===== config.mk =====
export PLATFORM = sky130hd
export DESIGN_NAME = axi_mm_packet_master
export DESIGN_NICKNAME = d
export VERILOG_FILES = /design/src/pkt_pkg.sv /design/src/axi_mm_packet_master.sv /design/src/rx_depacketizer.sv /design/src/rx_phy_deframer.sv /design/src/tx_phy_framer.sv /design/src/tx_packetizer.sv /design/src/rr_arbiter.sv
export SDC_FILE = /design/constraint.sdc
export NUM_CORES = 1
export LEC_CHECK = 0
export ABC_CLOCK_PERIOD_IN_PS = 10000
export BUFFER_PORTS_ARGS = -buffer_cell sky130_fd_sc_hd__clkbuf_2
export CORE_AREA = 2 2 218 220
export DETAILED_ROUTE_END_ITERATION = 10
export DIE_AREA = 0 0 220 222
export GPL_ROUTABILITY_DRIVEN = 1
export PLACE_DENSITY_LB_ADDON = 0.1
export SYNTH_ARGS = -nofsm -noshare
export SYNTH_HDL_FRONTEND = slang
export SYNTH_SLANG_ARGS = --single-unit

===== constraint.sdc =====
create_clock -name clk_wr -period 10 [get_ports clk_wr]
set_clock_uncertainty 0.1 [all_clocks]
set_input_delay 2 -clock clk_wr [delete_from_list [all_inputs] [get_ports clk_wr]]
set_output_delay 2 -clock clk_wr [all_outputs]
set_load 0.005 [all_outputs]

===== src/pkt_pkg.sv =====
package pkt_pkg;

  //////////////////////////////
  // Channel widths
  //////////////////////////////
  localparam int PHY_WIDTH   = 80;
  localparam int PKT_WIDTH   = 73;
  localparam int AR_WIDTH    = 49;
  localparam int AW_WIDTH    = 49;
  localparam int W_WIDTH     = 149;
  localparam int R_WIDTH     = 135;
  localparam int B_WIDTH     = 6;
  // Top write bits that ride in the header packet
  localparam int W_HDR_WIDTH = 3;
  localparam int N_TX_REQ    = 5;

  // Transmit word layout
  localparam int MARKER_LOC        = 0;
  localparam int TX_ID_LOC         = 1;
  localparam int TX_PAYLOAD_LO_LOC = 4;
  localparam int STROBE_LOC        = 76;
  localparam int TX_PAYLOAD_HI_LOC = 77;
  localparam int TX_R_CREDIT_LOC   = 78;
  localparam int TX_B_CREDIT_LOC   = 79;

  // Receive word layout, marker and strobe unused
  localparam int RX_ID_LOC        = 1;
  localparam int RX_PAYLOAD_LOC   = 3;
  localparam int RX_AR_CREDIT_LOC = 77;
  localparam int RX_AW_CREDIT_LOC = 78;
  localparam int RX_W_CREDIT_LOC  = 79;

  // Push bits inside response payloads
  localparam int B_PUSH_LOC    = 6;
  localparam int R_HI_PUSH_LOC = 62;
  localparam int R_HI_WIDTH    = 62;

  //////////////////////////////
  // Packet ids
  //////////////////////////////
  typedef enum logic [2:0] {
    PKT_AR    = 3'd0,
    PKT_AW    = 3'd1,
    PKT_W_HDR = 3'd2,
    PKT_W_MID = 3'd3,
    PKT_W_LOW = 3'd4
  } tx_pkt_e;

  typedef enum logic [1:0] {
    RX_PKT_B    = 2'd0,
    RX_PKT_R_HI = 2'd1,
    RX_PKT_R_LO = 2'd2
  } rx_pkt_e;

endpackage

===== src/axi_mm_packet_master.sv =====
`timescale 1ns/100ps

module axi_mm_packet_master
  import pkt_pkg::*;
(
  // Transmit request channels
  input  logic [AR_WIDTH-1:0]  tx_ar_data,
  input  logic                 tx_ar_pushbit,
  output logic                 tx_ar_pop_ovrd,
  input  logic [AW_WIDTH-1:0]  tx_aw_data,
  input  logic                 tx_aw_pushbit,
  output logic                 tx_aw_pop_ovrd,
  input  logic [W_WIDTH-1:0]   tx_w_data,
  input  logic                 tx_w_pushbit,
  output logic                 tx_w_pop_ovrd,
  // Credits returned for the request channels
  output logic                 rx_ar_credit,
  output logic                 rx_aw_credit,
  output logic                 rx_w_credit,
  // Responses
  output logic [R_WIDTH-1:0]   rx_r_data,
  output logic                 rx_r_push_ovrd,
  output logic                 rx_r_pushbit,
  output logic [B_WIDTH-1:0]   rx_b_data,
  output logic                 rx_b_push_ovrd,
  output logic                 rx_b_pushbit,
  input  logic                 tx_r_credit,
  input  logic                 tx_b_credit,
  // PHY
  output logic [PHY_WIDTH-1:0] tx_phy0,
  input  logic [PHY_WIDTH-1:0] rx_phy0,
  input  logic                 clk_wr,
  input  logic                 rst_wr_n,
  input  logic                 tx_stb_userbit,
  input  logic                 tx_mrk_userbit
);

  tx_pkt_e              tx_pkt_id;
  logic [PKT_WIDTH-1:0] tx_payload;
  rx_pkt_e              rx_pkt_id;
  logic [PKT_WIDTH-1:0] rx_payload;

  //////////////////////////////
  // Transmit path
  //////////////////////////////
  tx_packetizer u_tx_packetizer (
    .clk_wr      (clk_wr),
    .rst_wr_n    (rst_wr_n),
    .ar_data     (tx_ar_data),
    .ar_pushbit  (tx_ar_pushbit),
    .aw_data     (tx_aw_data),
    .aw_pushbit  (tx_aw_pushbit),
    .w_data      (tx_w_data),
    .w_pushbit   (tx_w_pushbit),
    .ar_pop_ovrd (tx_ar_pop_ovrd),
    .aw_pop_ovrd (tx_aw_pop_ovrd),
    .w_pop_ovrd  (tx_w_pop_ovrd),
    .pkt_id      (tx_pkt_id),
    .payload     (tx_payload)
  );

  tx_phy_framer #(.reg_phy(1'b0)) u_tx_phy_framer (
    .clk_wr      (clk_wr),
    .rst_wr_n    (rst_wr_n),
    .pkt_id      (tx_pkt_id),
    .payload     (tx_payload),
    .mrk_userbit (tx_mrk_userbit),
    .stb_userbit (tx_stb_userbit),
    .r_credit    (tx_r_credit),
    .b_credit    (tx_b_credit),
    .phy_word    (tx_phy0)
  );

  //////////////////////////////
  // Receive path
  //////////////////////////////
  rx_phy_deframer #(.reg_phy(1'b0)) u_rx_phy_deframer (
    .clk_wr    (clk_wr),
    .rst_wr_n  (rst_wr_n),
    .phy_word  (rx_phy0),
    .pkt_id    (rx_pkt_id),
    .payload   (rx_payload),
    .ar_credit (rx_ar_credit),
    .aw_credit (rx_aw_credit),
    .w_credit  (rx_w_credit)
  );

  rx_depacketizer u_rx_depacketizer (
    .clk_wr      (clk_wr),
    .rst_wr_n    (rst_wr_n),
    .pkt_id      (rx_pkt_id),
    .payload     (rx_payload),
    .r_data      (rx_r_data),
    .r_push_ovrd (rx_r_push_ovrd),
    .r_pushbit   (rx_r_pushbit),
    .b_data      (rx_b_data),
    .b_push_ovrd (rx_b_push_ovrd),
    .b_pushbit   (rx_b_pushbit)
  );

endmodule


===== src/rx_depacketizer.sv =====
`timescale 1ns/100ps

module rx_depacketizer
  import pkt_pkg::*;
(
  input  logic                 clk_wr,
  input  logic                 rst_wr_n,
  input  rx_pkt_e              pkt_id,
  input  logic [PKT_WIDTH-1:0] payload,
  output logic [R_WIDTH-1:0]   r_data,
  output logic                 r_push_ovrd,
  output logic                 r_pushbit,
  output logic [B_WIDTH-1:0]   b_data,
  output logic                 b_push_ovrd,
  output logic                 b_pushbit
);

  rx_pkt_e              prev_id;
  logic [PKT_WIDTH-1:0] prev_payload;

  //////////////////////////////
  // One packet history
  //////////////////////////////
  always_ff @(posedge clk_wr or negedge rst_wr_n)
  begin
    if (!rst_wr_n)
    begin
      prev_id <= RX_PKT_B;
    end
    else
    begin
      prev_id <= pkt_id;
    end
  end

  always_ff @(posedge clk_wr)
  begin
    prev_payload <= payload;
  end

  // Write response fits in one packet
  assign b_push_ovrd = (pkt_id != RX_PKT_B);
  assign b_pushbit   = (pkt_id == RX_PKT_B) && payload[B_PUSH_LOC];
  assign b_data      = payload[B_WIDTH-1:0];

  // Read response is HI then LO, push qualified by the HI packet
  assign r_push_ovrd = (pkt_id != RX_PKT_R_LO);
  assign r_pushbit   = (pkt_id == RX_PKT_R_LO) && (prev_id == RX_PKT_R_HI) &&
                       prev_payload[R_HI_PUSH_LOC];
  assign r_data      = {prev_payload[R_HI_WIDTH-1:0], payload};

  a_r_push_after_hi: assert property (
    @(posedge clk_wr) disable iff (!rst_wr_n)
    r_pushbit |-> $past(pkt_id) == RX_PKT_R_HI
  );

endmodule


===== src/rx_phy_deframer.sv =====
`timescale 1ns/100ps

module rx_phy_deframer
  import pkt_pkg::*;
#(
  parameter bit reg_phy = 1'b0
)
(
  input  logic                 clk_wr,
  input  logic                 rst_wr_n,
  input  logic [PHY_WIDTH-1:0] phy_word,
  output rx_pkt_e              pkt_id,
  output logic [PKT_WIDTH-1:0] payload,
  output logic                 ar_credit,
  output logic                 aw_credit,
  output logic                 w_credit
);

  logic [PHY_WIDTH-1:0] word;

  // Optional boundary flop from the PHY
  if (reg_phy)
  begin : g_reg
    always_ff @(posedge clk_wr or negedge rst_wr_n)
    begin
      if (!rst_wr_n)
      begin
        word <= '0;
      end
      else
      begin
        word <= phy_word;
      end
    end
  end
  else
  begin : g_comb
    assign word = phy_word;
  end

  // Marker at bit 0 and strobe at bit 76 are dropped
  assign pkt_id    = rx_pkt_e'(word[RX_ID_LOC +: $bits(rx_pkt_e)]);
  assign payload   = word[RX_PAYLOAD_LOC +: PKT_WIDTH];
  assign ar_credit = word[RX_AR_CREDIT_LOC];
  assign aw_credit = word[RX_AW_CREDIT_LOC];
  assign w_credit  = word[RX_W_CREDIT_LOC];

endmodule


===== src/tx_phy_framer.sv =====
`timescale 1ns/100ps

module tx_phy_framer
  import pkt_pkg::*;
#(
  parameter bit reg_phy = 1'b0
)
(
  input  logic                 clk_wr,
  input  logic                 rst_wr_n,
  input  tx_pkt_e              pkt_id,
  input  logic [PKT_WIDTH-1:0] payload,
  input  logic                 mrk_userbit,
  input  logic                 stb_userbit,
  input  logic                 r_credit,
  input  logic                 b_credit,
  output logic [PHY_WIDTH-1:0] phy_word
);

  logic [PHY_WIDTH-1:0] word_c;

  // Payload is split around the strobe position
  always_comb
  begin
    word_c                                       = '0;
    word_c[MARKER_LOC]                           = mrk_userbit;
    word_c[TX_ID_LOC +: $bits(tx_pkt_e)]         = pkt_id;
    word_c[TX_PAYLOAD_LO_LOC +: PKT_WIDTH - 1]   = payload[PKT_WIDTH-2:0];
    word_c[STROBE_LOC]                           = stb_userbit;
    word_c[TX_PAYLOAD_HI_LOC]                    = payload[PKT_WIDTH-1];
    word_c[TX_R_CREDIT_LOC]                      = r_credit;
    word_c[TX_B_CREDIT_LOC]                      = b_credit;
  end

  // Optional boundary flop toward the PHY
  if (reg_phy)
  begin : g_reg
    always_ff @(posedge clk_wr or negedge rst_wr_n)
    begin
      if (!rst_wr_n)
      begin
        phy_word <= '0;
      end
      else
      begin
        phy_word <= word_c;
      end
    end
  end
  else
  begin : g_comb
    assign phy_word = word_c;
  end

endmodule


===== src/tx_packetizer.sv =====
`timescale 1ns/100ps

module tx_packetizer
  import pkt_pkg::*;
(
  input  logic                 clk_wr,
  input  logic                 rst_wr_n,
  input  logic [AR_WIDTH-1:0]  ar_data,
  input  logic                 ar_pushbit,
  input  logic [AW_WIDTH-1:0]  aw_data,
  input  logic                 aw_pushbit,
  input  logic [W_WIDTH-1:0]   w_data,
  input  logic                 w_pushbit,
  output logic                 ar_pop_ovrd,
  output logic                 aw_pop_ovrd,
  output logic                 w_pop_ovrd,
  output tx_pkt_e              pkt_id,
  output logic [PKT_WIDTH-1:0] payload
);

  logic [N_TX_REQ-1:0]  request;
  logic                 w_mid_req;
  logic                 w_low_req;
  logic [PKT_WIDTH-1:0] ar_pkt;
  logic [PKT_WIDTH-1:0] aw_pkt;
  logic [PKT_WIDTH-1:0] w_hdr_pkt;
  logic [PKT_WIDTH-1:0] w_mid_pkt;
  logic [PKT_WIDTH-1:0] w_low_pkt;

  //////////////////////////////
  // Request and arbitration
  //////////////////////////////
  assign request = {w_low_req, w_mid_req, w_pushbit, aw_pushbit, ar_pushbit};

  rr_arbiter u_rr_arbiter (
    .clk_wr   (clk_wr),
    .rst_wr_n (rst_wr_n),
    .request  (request),
    .grant    (pkt_id)
  );

  // Follow-on slices request one cycle behind the previous slice
  always_ff @(posedge clk_wr or negedge rst_wr_n)
  begin
    if (!rst_wr_n)
    begin
      w_mid_req <= 1'b0;
      w_low_req <= 1'b0;
    end
    else
    begin
      w_mid_req <= (pkt_id == PKT_W_HDR) & w_pushbit;
      w_low_req <= (pkt_id == PKT_W_MID) & w_mid_req;
    end
  end

  //////////////////////////////
  // Packet payloads
  //////////////////////////////
  assign ar_pkt    = {(PKT_WIDTH - AR_WIDTH - 1)'(0), ar_pushbit, ar_data};
  assign aw_pkt    = {(PKT_WIDTH - AW_WIDTH - 1)'(0), aw_pushbit, aw_data};
  assign w_hdr_pkt = {(PKT_WIDTH - W_HDR_WIDTH - 1)'(0), w_pushbit,
                      w_data[W_WIDTH-1 -: W_HDR_WIDTH]};
  assign w_mid_pkt = w_data[PKT_WIDTH +: PKT_WIDTH];
  assign w_low_pkt = w_data[0 +: PKT_WIDTH];

  always_comb
  begin
    case (pkt_id)
      PKT_AR:    payload = ar_pkt;
      PKT_AW:    payload = aw_pkt;
      PKT_W_HDR: payload = w_hdr_pkt;
      PKT_W_MID: payload = w_mid_pkt;
      PKT_W_LOW: payload = w_low_pkt;
      default:   payload = '0;
    endcase
  end

  // Source is consumed only on its last packet
  assign ar_pop_ovrd = (pkt_id != PKT_AR);
  assign aw_pop_ovrd = (pkt_id != PKT_AW);
  assign w_pop_ovrd  = (pkt_id != PKT_W_LOW);

  // A LOW slice always follows MID, which follows HDR
  a_w_low_order: assert property (
    @(posedge clk_wr) disable iff (!rst_wr_n)
    w_low_req |-> ($past(pkt_id) == PKT_W_MID) && ($past(pkt_id, 2) == PKT_W_HDR)
  );

endmodule


===== src/rr_arbiter.sv =====
`timescale 1ns/100ps

module rr_arbiter
  import pkt_pkg::*;
(
  input  logic                clk_wr,
  input  logic                rst_wr_n,
  input  logic [N_TX_REQ-1:0] request,
  output tx_pkt_e             grant
);

  // Index that currently has the highest priority
  logic [2:0]          ptr;
  logic [N_TX_REQ-1:0] grant_oh;

  // Scan from the top so the first requester at or after ptr wins last
  always_comb
  begin
    grant_oh = '0;
    for (int i = N_TX_REQ - 1; i >= 0; i--)
    begin
      if (request[(int'(ptr) + i) % N_TX_REQ])
      begin
        grant_oh = '0;
        grant_oh[(int'(ptr) + i) % N_TX_REQ] = 1'b1;
      end
    end
  end

  // One-hot to packet id, idle falls back to AR
  always_comb
  begin
    case (grant_oh)
      5'b00001: grant = PKT_AR;
      5'b00010: grant = PKT_AW;
      5'b00100: grant = PKT_W_HDR;
      5'b01000: grant = PKT_W_MID;
      5'b10000: grant = PKT_W_LOW;
      default:  grant = PKT_AR;
    endcase
  end

  // Priority moves past the winner, holds when idle
  always_ff @(posedge clk_wr or negedge rst_wr_n)
  begin
    if (!rst_wr_n)
    begin
      ptr <= '0;
    end
    else if (|request)
    begin
      if (grant == PKT_W_LOW)
      begin
        ptr <= '0;
      end
      else
      begin
        ptr <= grant + 3'd1;
      end
    end
  end

  a_grant_is_requester: assert property (
    @(posedge clk_wr) disable iff (!rst_wr_n)
    |request |-> request[grant]
  );

endmodule


==> results of run 1 <==
[area by class of cell]
| cell class | count | area, µm² |
|---|---|---|
| clock buffers | 9 | 225.2 |
| well taps | 607 | 759.5 |
| clock inverters | 7 | 73.82 |
| multi-input cells | 646 | 4541 |
| flip-flops and latches | 70 | 1436 |
| repair buffers | 567 | 2955 |
| diodes | 2 | 5.005 |
| fillers | 5263 | 36110 |
| inverters | 42 | 157.7 |
[per-stage QoR]
| step | instance area, µm² | setup WS [ps] |
|---|---|---|
| floorplan | 7531 | 776.6 |
| global placement | 9849 | 880.6 |
| detailed placement | 9849 | 977.6 |
| CTS | 10150 | 549.8 |
| global route | 10150 | 76.21 |
| finish | 10150 | 547.1 |
[cells by family after synthesis]
kind of cell	after synthesis	synth area share [%]
DFF	70	19.07
AOI/OAI and AO/OA	388	37.38
buffers and inverters	260	21.03
xor gates and xnor gates	7	0.9138
and+or+nand+nor	191	11.93
muxes	15	2.093
adders and majority gates	45	7.576
[layer usage]
layer | global-route usage [%] | vias to the layer above
li1 | - | 4216
met1 | 19.93 | 4297
met2 | 32.25 | 321
met3 | 3.169 | 45
met5 | 0 | -
met4 | 2.511 | 8
[synthesized netlist by cell type (17+ instances only)]
cell type,count
buf_4,151
a21oi_1,116
a22o_1,90
nand2_1,72
dfxtp_1,63
a221oi_1,45
nor2_1,45
ha_1,44
inv_1,39
clkbuf_1,37
a22oi_1,28
buf_2,26
o21ai_0,17
[critical path, delay by kind of cell, from the launching register on]
| kind | cells | cell delay, ps |
|---|---|---|
| flops | 1 | 370 |
| compound gates | 8 | 2080 |
| buf+inv | 7 | 1240 |
| simple gates | 6 | 1490 |
| mux | 1 | 420 |
| fa+ha+maj | 5 | 1380 |
[flip-flops by register name, indices dropped and copies added, names as in the netlist]
name,flops
u_rx_depacketizer.prev_id,2
u_tx_packetizer.w_low_req,1
u_rx_depacketizer.prev_payload,63
u_tx_packetizer.w_mid_req,1
u_tx_packetizer.u_rr_arbiter.ptr,3
[worst max-delay path by stage]
stage | from | endpoint | slack, ps | cells after the start
after floorplan | u_tx_packetizer.u_rr_arbiter.ptr[0] | tx_phy0[57] | 780 | 28
after global placement | u_tx_packetizer.u_rr_arbiter.ptr[1] | tx_phy0[41] | 880 | 27
after detailed placement | u_tx_packetizer.u_rr_arbiter.ptr[1] | tx_phy0[35] | 980 | 27
after CTS | u_tx_packetizer.u_rr_arbiter.ptr[1] | tx_phy0[35] | 550 | 27
after global routing | u_tx_packetizer.u_rr_arbiter.ptr[1] | tx_phy0[37] | 80 | 27
final | u_tx_packetizer.u_rr_arbiter.ptr[1] | tx_phy0[37] | 550 | 27
==> impl_metrics.py, run 1 <==
metrics = {
    "drt": {
        "vias": 8887,
        "detailedRoute.firstPassIterationCount": 5,
        "viasPerCell": 4.557,
        "drcViolationCount": 0,
        "drt_wirelength_um": 43580,
        "wl_met1_um": 17280,
        "routed_wire_length_per_instance_um": 22.35,
        "routed-wl-met2_um": 23650,
        "route.top_layer_used": "met5",
        "met3_wirelength_um": 2115,
        "drtAntennaViolNets": 0,
        "dr.first_iter.drc_count": 471,
    },
    "finish": {
        "final_common_cell": "clkbuf_2",
        "area_growth_syn_to_layout_pct": 34.82,
        "post_route_cells_drive_above_1_share_pct": 45.56,
        "num-nets-final": 1717,
        "instances_no_fill": 1950,
        "layout_common_cells": "clkbuf_2, a21oi_1, a22o_1",
        "core_util_final_pct": 21.95,
    },
    "sta": {
        "fin_hold_ws_ps": 603.6,
        "report.final.setup_viol": 0,
        "finalHoldViolCount": 0,
        "tightestPinTransition_ps": 810.6,
        "rsz0062_at_grt": "no",
        "report.final.slew_viol_count": 0,
        "fin_crit_ps": 9453,
        "max_clock_freq_mhz": 105.8,
        "timing.max_slew.rel_slack_pct": 45.96,
        "final.setup.tns_ps": 0,
        "post-route-period-util_pct": 94.53,
    },
    "die": {
        "dieWidth_um": 220,
        "io_pins": 567,
        "chipHeight_um": 222,
        "core_um2": 46260,
        "die_outline_area_um2": 48840,
        "placement_rows": 79,
        "start_util_pct": 16.28,
    },
    "min_path": {
        "whs_path_depth": 2,
        "worstHoldStart": "u_tx_packetizer.u_rr_arbiter.ptr[2]",
        "worst_hold_class": "reg -> reg",
        "hold_end": "u_tx_packetizer.u_rr_arbiter.ptr[2]",
    },
    "clock_tree": {
        "cts_hold_repair.buffers": 0,
        "worst_setup_hold_path_clk_slew_ps": 60,
        "cts.sinks": 70,
        "cts_tree": "built",
        "post_cts_resize_count": 0,
        "cts_root_buf": "clkbuf_16",
        "htree_num_levels": 3,
        "post_cts_buffers": 0,
        "num_cts_buffers": 9,
        "ctsLongestPathBuffers": 2,
        "worst_skew_pair.late_latency_ps": 340,
    },
    "worst_setup_path": {
        "worst_r2r_endpoint": "u_tx_packetizer.u_rr_arbiter.ptr[0]",
        "endpoint_kind": "output port",
        "worst-setup-path-type": "reg -> out",
        "worst-r2r-setup-slack_ps": 3570,
        "critical_path_peak_fanout": 15,
        "r2r-start": "u_tx_packetizer.u_rr_arbiter.ptr[1]",
        "critPathLaunchType": "register",
        "critPathRequiredTime_ps": 7900,
        "critical_path_arrival_ps": 7350,
        "cp_common_cell": "ha_1",
        "worst_path_max_delay_cell": "o311ai_0",
        "r2r.worst_path.cells": 24,
        "cpPeakStageDelay_ps": 680,
    },
    "job": {
        "max-cap-violations": 0,
    },
    "synth": {
        "ys_top_cells_by_area": "dfxtp_1, buf_4, a22o_1",
        "netlist_area_um2": 7531,
        "synth_fp_nets": 1357,
        "synth.largest_area_cell": "dfxtp_1",
        "ys_seq_elements": 70,
        "synth_area_per_cell_um2": 7.716,
        "yosys_warnings": 0,
        "synthArstFlopShare_pct": 10.00,
        "yosys.area.top_type_share_pct": 16.75,
        "synth_flop_cell": "dfxtp_1",
        "yosys.cell_types.count": 78,
        "synth-seq-area-share_pct": 19.07,
        "synth_cells": 976,
        "number_of_enable_type_register_cells_in_the_synthesized_netlist": 0,
    },
    "placed_design": {
        "routabilityCongestion": 0.8172,
        "detailedPlacementHpwl_um": 35500,
        "place.detailed.instances": 1932,
        "port-buffer-count": 530,
    },
    "grt": {
        "grtUsageTotal_pct": 17.03,
        "grt_max_degree": 68,
        "number_of_antenna_violations_at_the_first_check_in_global_routing": 14,
        "grt_pass1_vias": 8746,
        "grt_pass1_wl_um": 61270,
        "global_route.overflow_total": 0,
    },
    "run_status": {
        "status": "finished, final reports clean",
    },
}
Power of run 1 is left out: the tool's default activity adds up to more than one toggle a clock period on the data nets, which glitch-free logic cannot reach.
==> run 2: changes to the inputs <==
Settings changed: CAP_MARGIN from default to 20, CTS_BUF_LIST from default to sky130_fd_sc_hd__clkbuf_8, PLACE_DENSITY_LB_ADDON 0.1 to default.
==> impl_metrics.py, run 2 (synthesis gave the netlist of run 1 again) <==
metrics = {
    "worst_setup_path": {
        "r2r.worst_path.cells": 24,
        "critPathLaunchType": "register",
        "critPathRequiredTime_ps": 7900,
        "r2r-start": "u_tx_packetizer.u_rr_arbiter.ptr[1]",
        "critical_path_arrival_ps": 7500,
        "critical_path_peak_fanout": 15,
        "critPathCapture": "tx_phy0[66]",
        "worst_r2r_endpoint": "u_tx_packetizer.u_rr_arbiter.ptr[0]",
        "worst-setup-path-type": "reg -> out",
        "worst-r2r-setup-slack_ps": 3060,
        "endpoint_kind": "output port",
        "worstSetupStartpoint": "u_tx_packetizer.u_rr_arbiter.ptr[1]",
    },
    "finish": {
        "fillCellCount": 5264,
        "final_common_cell": "clkbuf_2",
        "final_design_instance_area_without_fill_um2": 9982,
        "multi_input_gate_area_in_the_final_layout_um2": 4563,
        "core_util_final_pct": 21.58,
        "biggestRegsByFlops": "u_rx_depacketizer.prev_payload (63), u_tx_packetizer.u_rr_arbiter.ptr (3), u_rx_depacketizer.prev_id (2)",
        "area_growth_syn_to_layout_pct": 32.55,
        "largest_register_ff_count": 63,
        "regMostFlops": "u_rx_depacketizer.prev_payload",
        "layout_common_cells": "clkbuf_2, a21oi_1, a22o_1",
        "post_route_cells_drive_above_1_share_pct": 45.30,
        "final-seq-area_um2": 1438,
        "num-nets-final": 1705,
    },
    "clock_tree": {
        "num_cts_buffers": 9,
        "worst_skew_pair.late_latency_ps": 380,
        "cts_hold_repair.buffers": 0,
        "htree_num_levels": 3,
        "cts_tree": "built",
        "cts_root_buf": "clkbuf_8",
        "cts.sinks": 70,
        "ctsLongestPathBuffers": 2,
        "worst_setup_hold_path_clk_slew_ps": 100,
    },
    "placed_design": {
        "postPlaceCellArea_um2": 9739,
        "detailedPlacementHpwl_um": 33190,
        "routabilityCongestion": 0.9141,
        "port-buffer-count": 530,
    },
    "run_status": {
        "status": "finished, final reports clean",
    },
    "die": {
        "chipHeight_um": 222,
        "io_pins": 567,
        "dieWidth_um": 220,
        "die_outline_area_um2": 48840,
        "placement_rows": 79,
        "start_util_pct": 16.28,
        "core_um2": 46260,
    },
    "drt": {
        "vias": 9153,
        "dr.first_iter.drc_count": 701,
        "drt_wirelength_um": 40260,
        "drcViolationCount": 0,
        "wl_met1_um": 15430,
        "routed_wire_length_per_instance_um": 20.76,
        "routed-wl-met2_um": 20120,
        "met3_wirelength_um": 3268,
        "viasPerCell": 4.720,
        "route.top_layer_used": "met5",
        "detailedRoute.firstPassIterationCount": 5,
        "drtAntennaViolNets": 0,
    },
    "job": {
        "max-cap-violations": 0,
    },
    "sta": {
        "tightestPinTransition_ps": 821.0,
        "timing.max_slew.rel_slack_pct": 45.27,
        "finalHoldViolCount": 0,
        "post-route-period-util_pct": 96.04,
        "report.final.setup_viol": 0,
        "report.final.slew_viol_count": 0,
        "fin_crit_ps": 9604,
        "max_clock_freq_mhz": 104.1,
    },
    "grt": {
        "grt_pass1_wl_um": 55680,
        "grtUsageTotal_pct": 15.51,
        "grt_pass1_vias": 8290,
        "grt_max_degree": 54,
        "number_of_antenna_violations_at_the_first_check_in_global_routing": 24,
        "global_route.overflow_total": 0,
    },
    "min_path": {
        "worst_hold_class": "reg -> reg",
    },
}
## run 2: cell count changes in the layout (fill, tap and decap cells not counted), moves of 2 or more
| cell | previous run | this run |
|---|---|---|
| clkbuf_8 | 0 | 9 |
| clkbuf_16 | 9 | 0 |
| clkinvlp_4 | 0 | 2 |
| buf_4 | 35 | 22 |
## run 2: critical path, cell delays in order (launching register included)
cell and delay (ps):
dfrtp_2 520, inv_1 110, ha_1 260, inv_1 140
ha_1 450, inv_1 130, ha_1 250, or3_1 420
and3_1 220, or2_1 310, ha_1 300, o32a_1 410
nand2_1 220, mux2_2 420, nand3b_1 170, a211o_1 300
a21oi_1 290, o211ai_1 140, buf_4 190, inv_1 80
ha_2 280, inv_1 120, a21oi_4 500, a22oi_1 220
nor2_1 420, clkbuf_2 200
## run 2: layer usage
layer | global-route usage [%] | vias up
li1 | - | 4192
met1 | 18.61 | 4347
met2 | 26.34 | 516
met3 | 4.417 | 82
met4 | 5.131 | 16
met5 | 0 | -
## run 2: how the worst min path moves through the flow
| stage | from | end | slack, ps | cells after the start |
|---|---|---|---|---|
| 2_1_floorplan | u_tx_packetizer.u_rr_arbiter.ptr[2] | u_tx_packetizer.u_rr_arbiter.ptr[2] | 580 | 2 |
| 3_3_place_gp | u_tx_packetizer.w_mid_req | u_tx_packetizer.w_low_req | 630 | 1 |
| 3_5_place_dp | u_tx_packetizer.w_mid_req | u_tx_packetizer.w_low_req | 620 | 1 |
| 4_1_cts | u_tx_packetizer.w_mid_req | u_tx_packetizer.w_low_req | 640 | 1 |
| 5_1_grt | u_tx_packetizer.w_mid_req | u_tx_packetizer.w_low_req | 680 | 1 |
| 6_report | u_tx_packetizer.w_mid_req | u_tx_packetizer.w_low_req | 660 | 1 |
## run 2: area by class of cell
cell class | instances | share of cell area [%]
flip-flops and latches | 70 | 14.40
clock buffers | 9 | 1.241
inverters | 42 | 1.579
diodes | 3 | 0.07521
multi-input cells | 646 | 45.71
clock inverters | 7 | 0.6393
repair buffers | 555 | 28.74
well taps | 607 | 7.608
## run 2: repair_timing
item	CTS	global route
endpoints found under the setup margin	49	71
buffers inserted	0	2
pin swaps	0	1
resized for setup	2	8
## run 2: per-stage QoR
step / cells / worst slack (ps) / hold slack (ps) / TNS, ps
after global routing: 1938 / -56.15 / 681.7 / -67.29
after global placement: 1918 / 422.8 / 634.1 / 0
after detailed placement: 1918 / 212.5 / 620.2 / 0
final: 1939 / 396.0 / 657.3 / 0
after floorplan: 976 / 776.6 / 582.8 / 0
after CTS: 1934 / 97.32 / 639.3 / 0
Power of run 2 is left out for the same reason.
==> run 3: changes to the inputs <==
Settings changed: ABC_AREA from default to 1, CORE_AREA 2 2 218 220 to 2 2 221 223, DIE_AREA 0 0 220 222 to 0 0 223 225.
==> impl_metrics.py, run 3 <==
metrics = {
    "clock_tree": {
        "num_cts_buffers": 9,
        "cts_root_buf": "clkbuf_8",
        "post_cts_buffers": 0,
        "worst_setup_hold_path_clk_slew_ps": 90,
        "worst_skew_pair.late_latency_ps": 390,
        "post_cts_resize_count": 0,
        "htree_num_levels": 3,
        "cts.sinks": 70,
        "ctsLongestPathBuffers": 2,
        "cts_hold_repair.buffers": 0,
        "cts_tree": "built",
    },
    "drt": {
        "detailedRoute.firstPassIterationCount": 5,
        "drcViolationCount": 0,
        "viasPerCell": 3.847,
        "dr.first_iter.drc_count": 474,
        "drt_wirelength_um": 31560,
        "vias": 8305,
        "drtAntennaViolNets": 0,
        "routed_wire_length_per_instance_um": 14.62,
    },
    "sta": {
        "fin_hold_ws_ps": 503.9,
        "fin_crit_ps": 8703,
        "rsz0062_at_grt": "no",
        "timing.max_slew.rel_slack_pct": 52.67,
        "final.setup.tns_ps": 0,
        "tightestPinTransition_ps": 709.9,
        "max_clock_freq_mhz": 114.9,
        "post-route-period-util_pct": 87.03,
        "report.final.slew_viol_count": 0,
        "finalHoldViolCount": 0,
        "report.final.setup_viol": 0,
        "worst_slack_ps": 1297,
    },
    "worst_setup_path": {
        "cp_num_buf_inv": 11,
        "timing.critical_path.max_delay_family": "buffers and inverters",
        "cpPeakStageDelay_ps": 520,
        "critPathLaunchType": "register",
        "worst-setup-path-type": "reg -> out",
        "endpoint_kind": "output port",
        "critical_path_arrival_ps": 6600,
        "critical_path_cell_count": 38,
        "r2r.worst_path.cells": 36,
        "critPathRequiredTime_ps": 7900,
        "critical_path_peak_fanout": 22,
        "cp_common_cell": "nand2_1",
        "worst_path_max_delay_cell": "dfrtp_1",
    },
    "synth": {
        "synth.largest_area_cell": "nand2_1",
        "synth_fp_nets": 1563,
        "yosys_warnings": 0,
        "synth_area_per_cell_um2": 6.022,
        "netlist_area_um2": 7118,
        "yosys.area.top_type_share_pct": 20.20,
        "synthMuxAreaShare_pct": 0,
        "ys_seq_elements": 70,
        "yosys.cell_types.count": 35,
        "synth-compound-area-share_pct": 4.254,
        "synth_cells": 1182,
        "synthAdderAreaFrac_pct": 8.015,
        "yosys.area_share.simple_pct": 41.82,
        "post-synth-top-count-cell": "nand2_1",
        "synth_top_cells_by_count": "nand2_1, buf_4, nand3_1",
        "post_synth_xor_area_fraction_pct": 0.7383,
        "synth_flop_cell": "dfxtp_1",
        "ys_top_cells_by_area": "nand2_1, dfxtp_1, buf_4",
        "synthArstFlopShare_pct": 10.00,
        "synth_top_family_by_area": "simple AND/OR/NAND/NOR gates",
        "number_of_enable_type_register_cells_in_the_synthesized_netlist": 0,
        "synth-seq-area-share_pct": 20.18,
    },
    "die": {
        "placement_rows": 80,
        "core_um2": 47550,
        "io_pins": 567,
        "die_outline_area_um2": 50180,
        "chipHeight_um": 225,
        "dieWidth_um": 223,
        "start_util_pct": 14.97,
    },
    "grt": {
        "grtUsageTotal_pct": 11.85,
        "global_route.overflow_total": 0,
        "grt_max_degree": 106,
        "grt_pass1_vias": 7460,
        "number_of_antenna_violations_at_the_first_check_in_global_routing": 4,
        "grt_pass1_wl_um": 44170,
    },
    "run_status": {
        "status": "finished, final reports clean",
    },
    "placed_design": {
        "detailedPlacementHpwl_um": 26600,
        "place.detailed.instances": 2141,
        "place_ws_ps": 1721,
        "port-buffer-count": 530,
        "routabilityCongestion": 0.8851,
    },
    "finish": {
        "layout_common_cells": "clkbuf_2, nand2_1, nand3_1",
        "largest_register_ff_count": 63,
        "biggestRegsByFlops": "u_rx_depacketizer.prev_payload (63), u_tx_packetizer.u_rr_arbiter.ptr (3), u_rx_depacketizer.prev_id (2)",
        "final_common_cell": "clkbuf_2",
        "instances_no_fill": 2159,
        "num-nets-final": 1918,
        "regMostFlops": "u_rx_depacketizer.prev_payload",
        "post_route_cells_drive_above_1_share_pct": 38.33,
        "area_growth_syn_to_layout_pct": 33.13,
    },
    "min_path": {
        "whs_path_depth": 2,
        "worst_hold_class": "reg -> reg",
    },
    "job": {
        "max-cap-violations": 0,
    },
}
-- run 3: layout make-up --
type / count / area, µm²
inverter: 105 / 394.1
clock buffer: 11 / 151.4
fill: 5511 / 38070
tap: 615 / 769.5
clock inverter: 5 / 32.53
timing repair buffer: 541 / 2773
sequential: 70 / 1436
antenna: 2 / 5.005
multi-input combinational: 810 / 3915
-- run 3: path summary, 6_finish.rpt --
path                       slack, ps                                start                                   to
max                             1300  u_tx_packetizer.u_rr_arbiter.ptr[1]                          tx_phy0[11]
min                              500            u_tx_packetizer.w_mid_req            u_tx_packetizer.w_low_req
max reg2reg                     4060  u_tx_packetizer.u_rr_arbiter.ptr[1]  u_tx_packetizer.u_rr_arbiter.ptr[2]
min reg2reg                      500            u_tx_packetizer.w_mid_req            u_tx_packetizer.w_low_req
max in group asynchronous       8150                             rst_wr_n         u_rx_depacketizer.prev_id[0]
min in group asynchronous       1400                             rst_wr_n            u_tx_packetizer.w_mid_req
-- run 3: per-layer routing --
layer	track usage, %	up-vias	share of wire, %
li1	-	4254	-
met1	13.43	3604	39
met2	21.70	392	51
met3	1.917	53	6.2
met4	5.477	2	3.5
met5	0	-	0.041
-- run 3: cell families (layout without fill, tap and decap cells) --
family,Yosys count,count (layout)
buf+inv,302,662
other cells,0,2
flops,70,70
compound gates,54,54
xor+xnor,6,6
fa+ha+maj,45,45
simple gates,705,705
-- run 3: stage by stage --
stage | util [%] | area (µm²)
after floorplan | - | 7118
after global placement | 19.53 | 9288
after detailed placement | 19.53 | 9288
after CTS | 19.92 | 9472
after global routing | 19.93 | 9474
final | 19.93 | 9477
-- run 3: worst min-delay path: cells and delay by family (launching register included) --
kind / cells / cell delay, ps
and+or+nand+nor: 1 / 80
buffers and inverters: 1 / 40
DFF: 1 / 460
Power of run 3 is left out for the same reason.
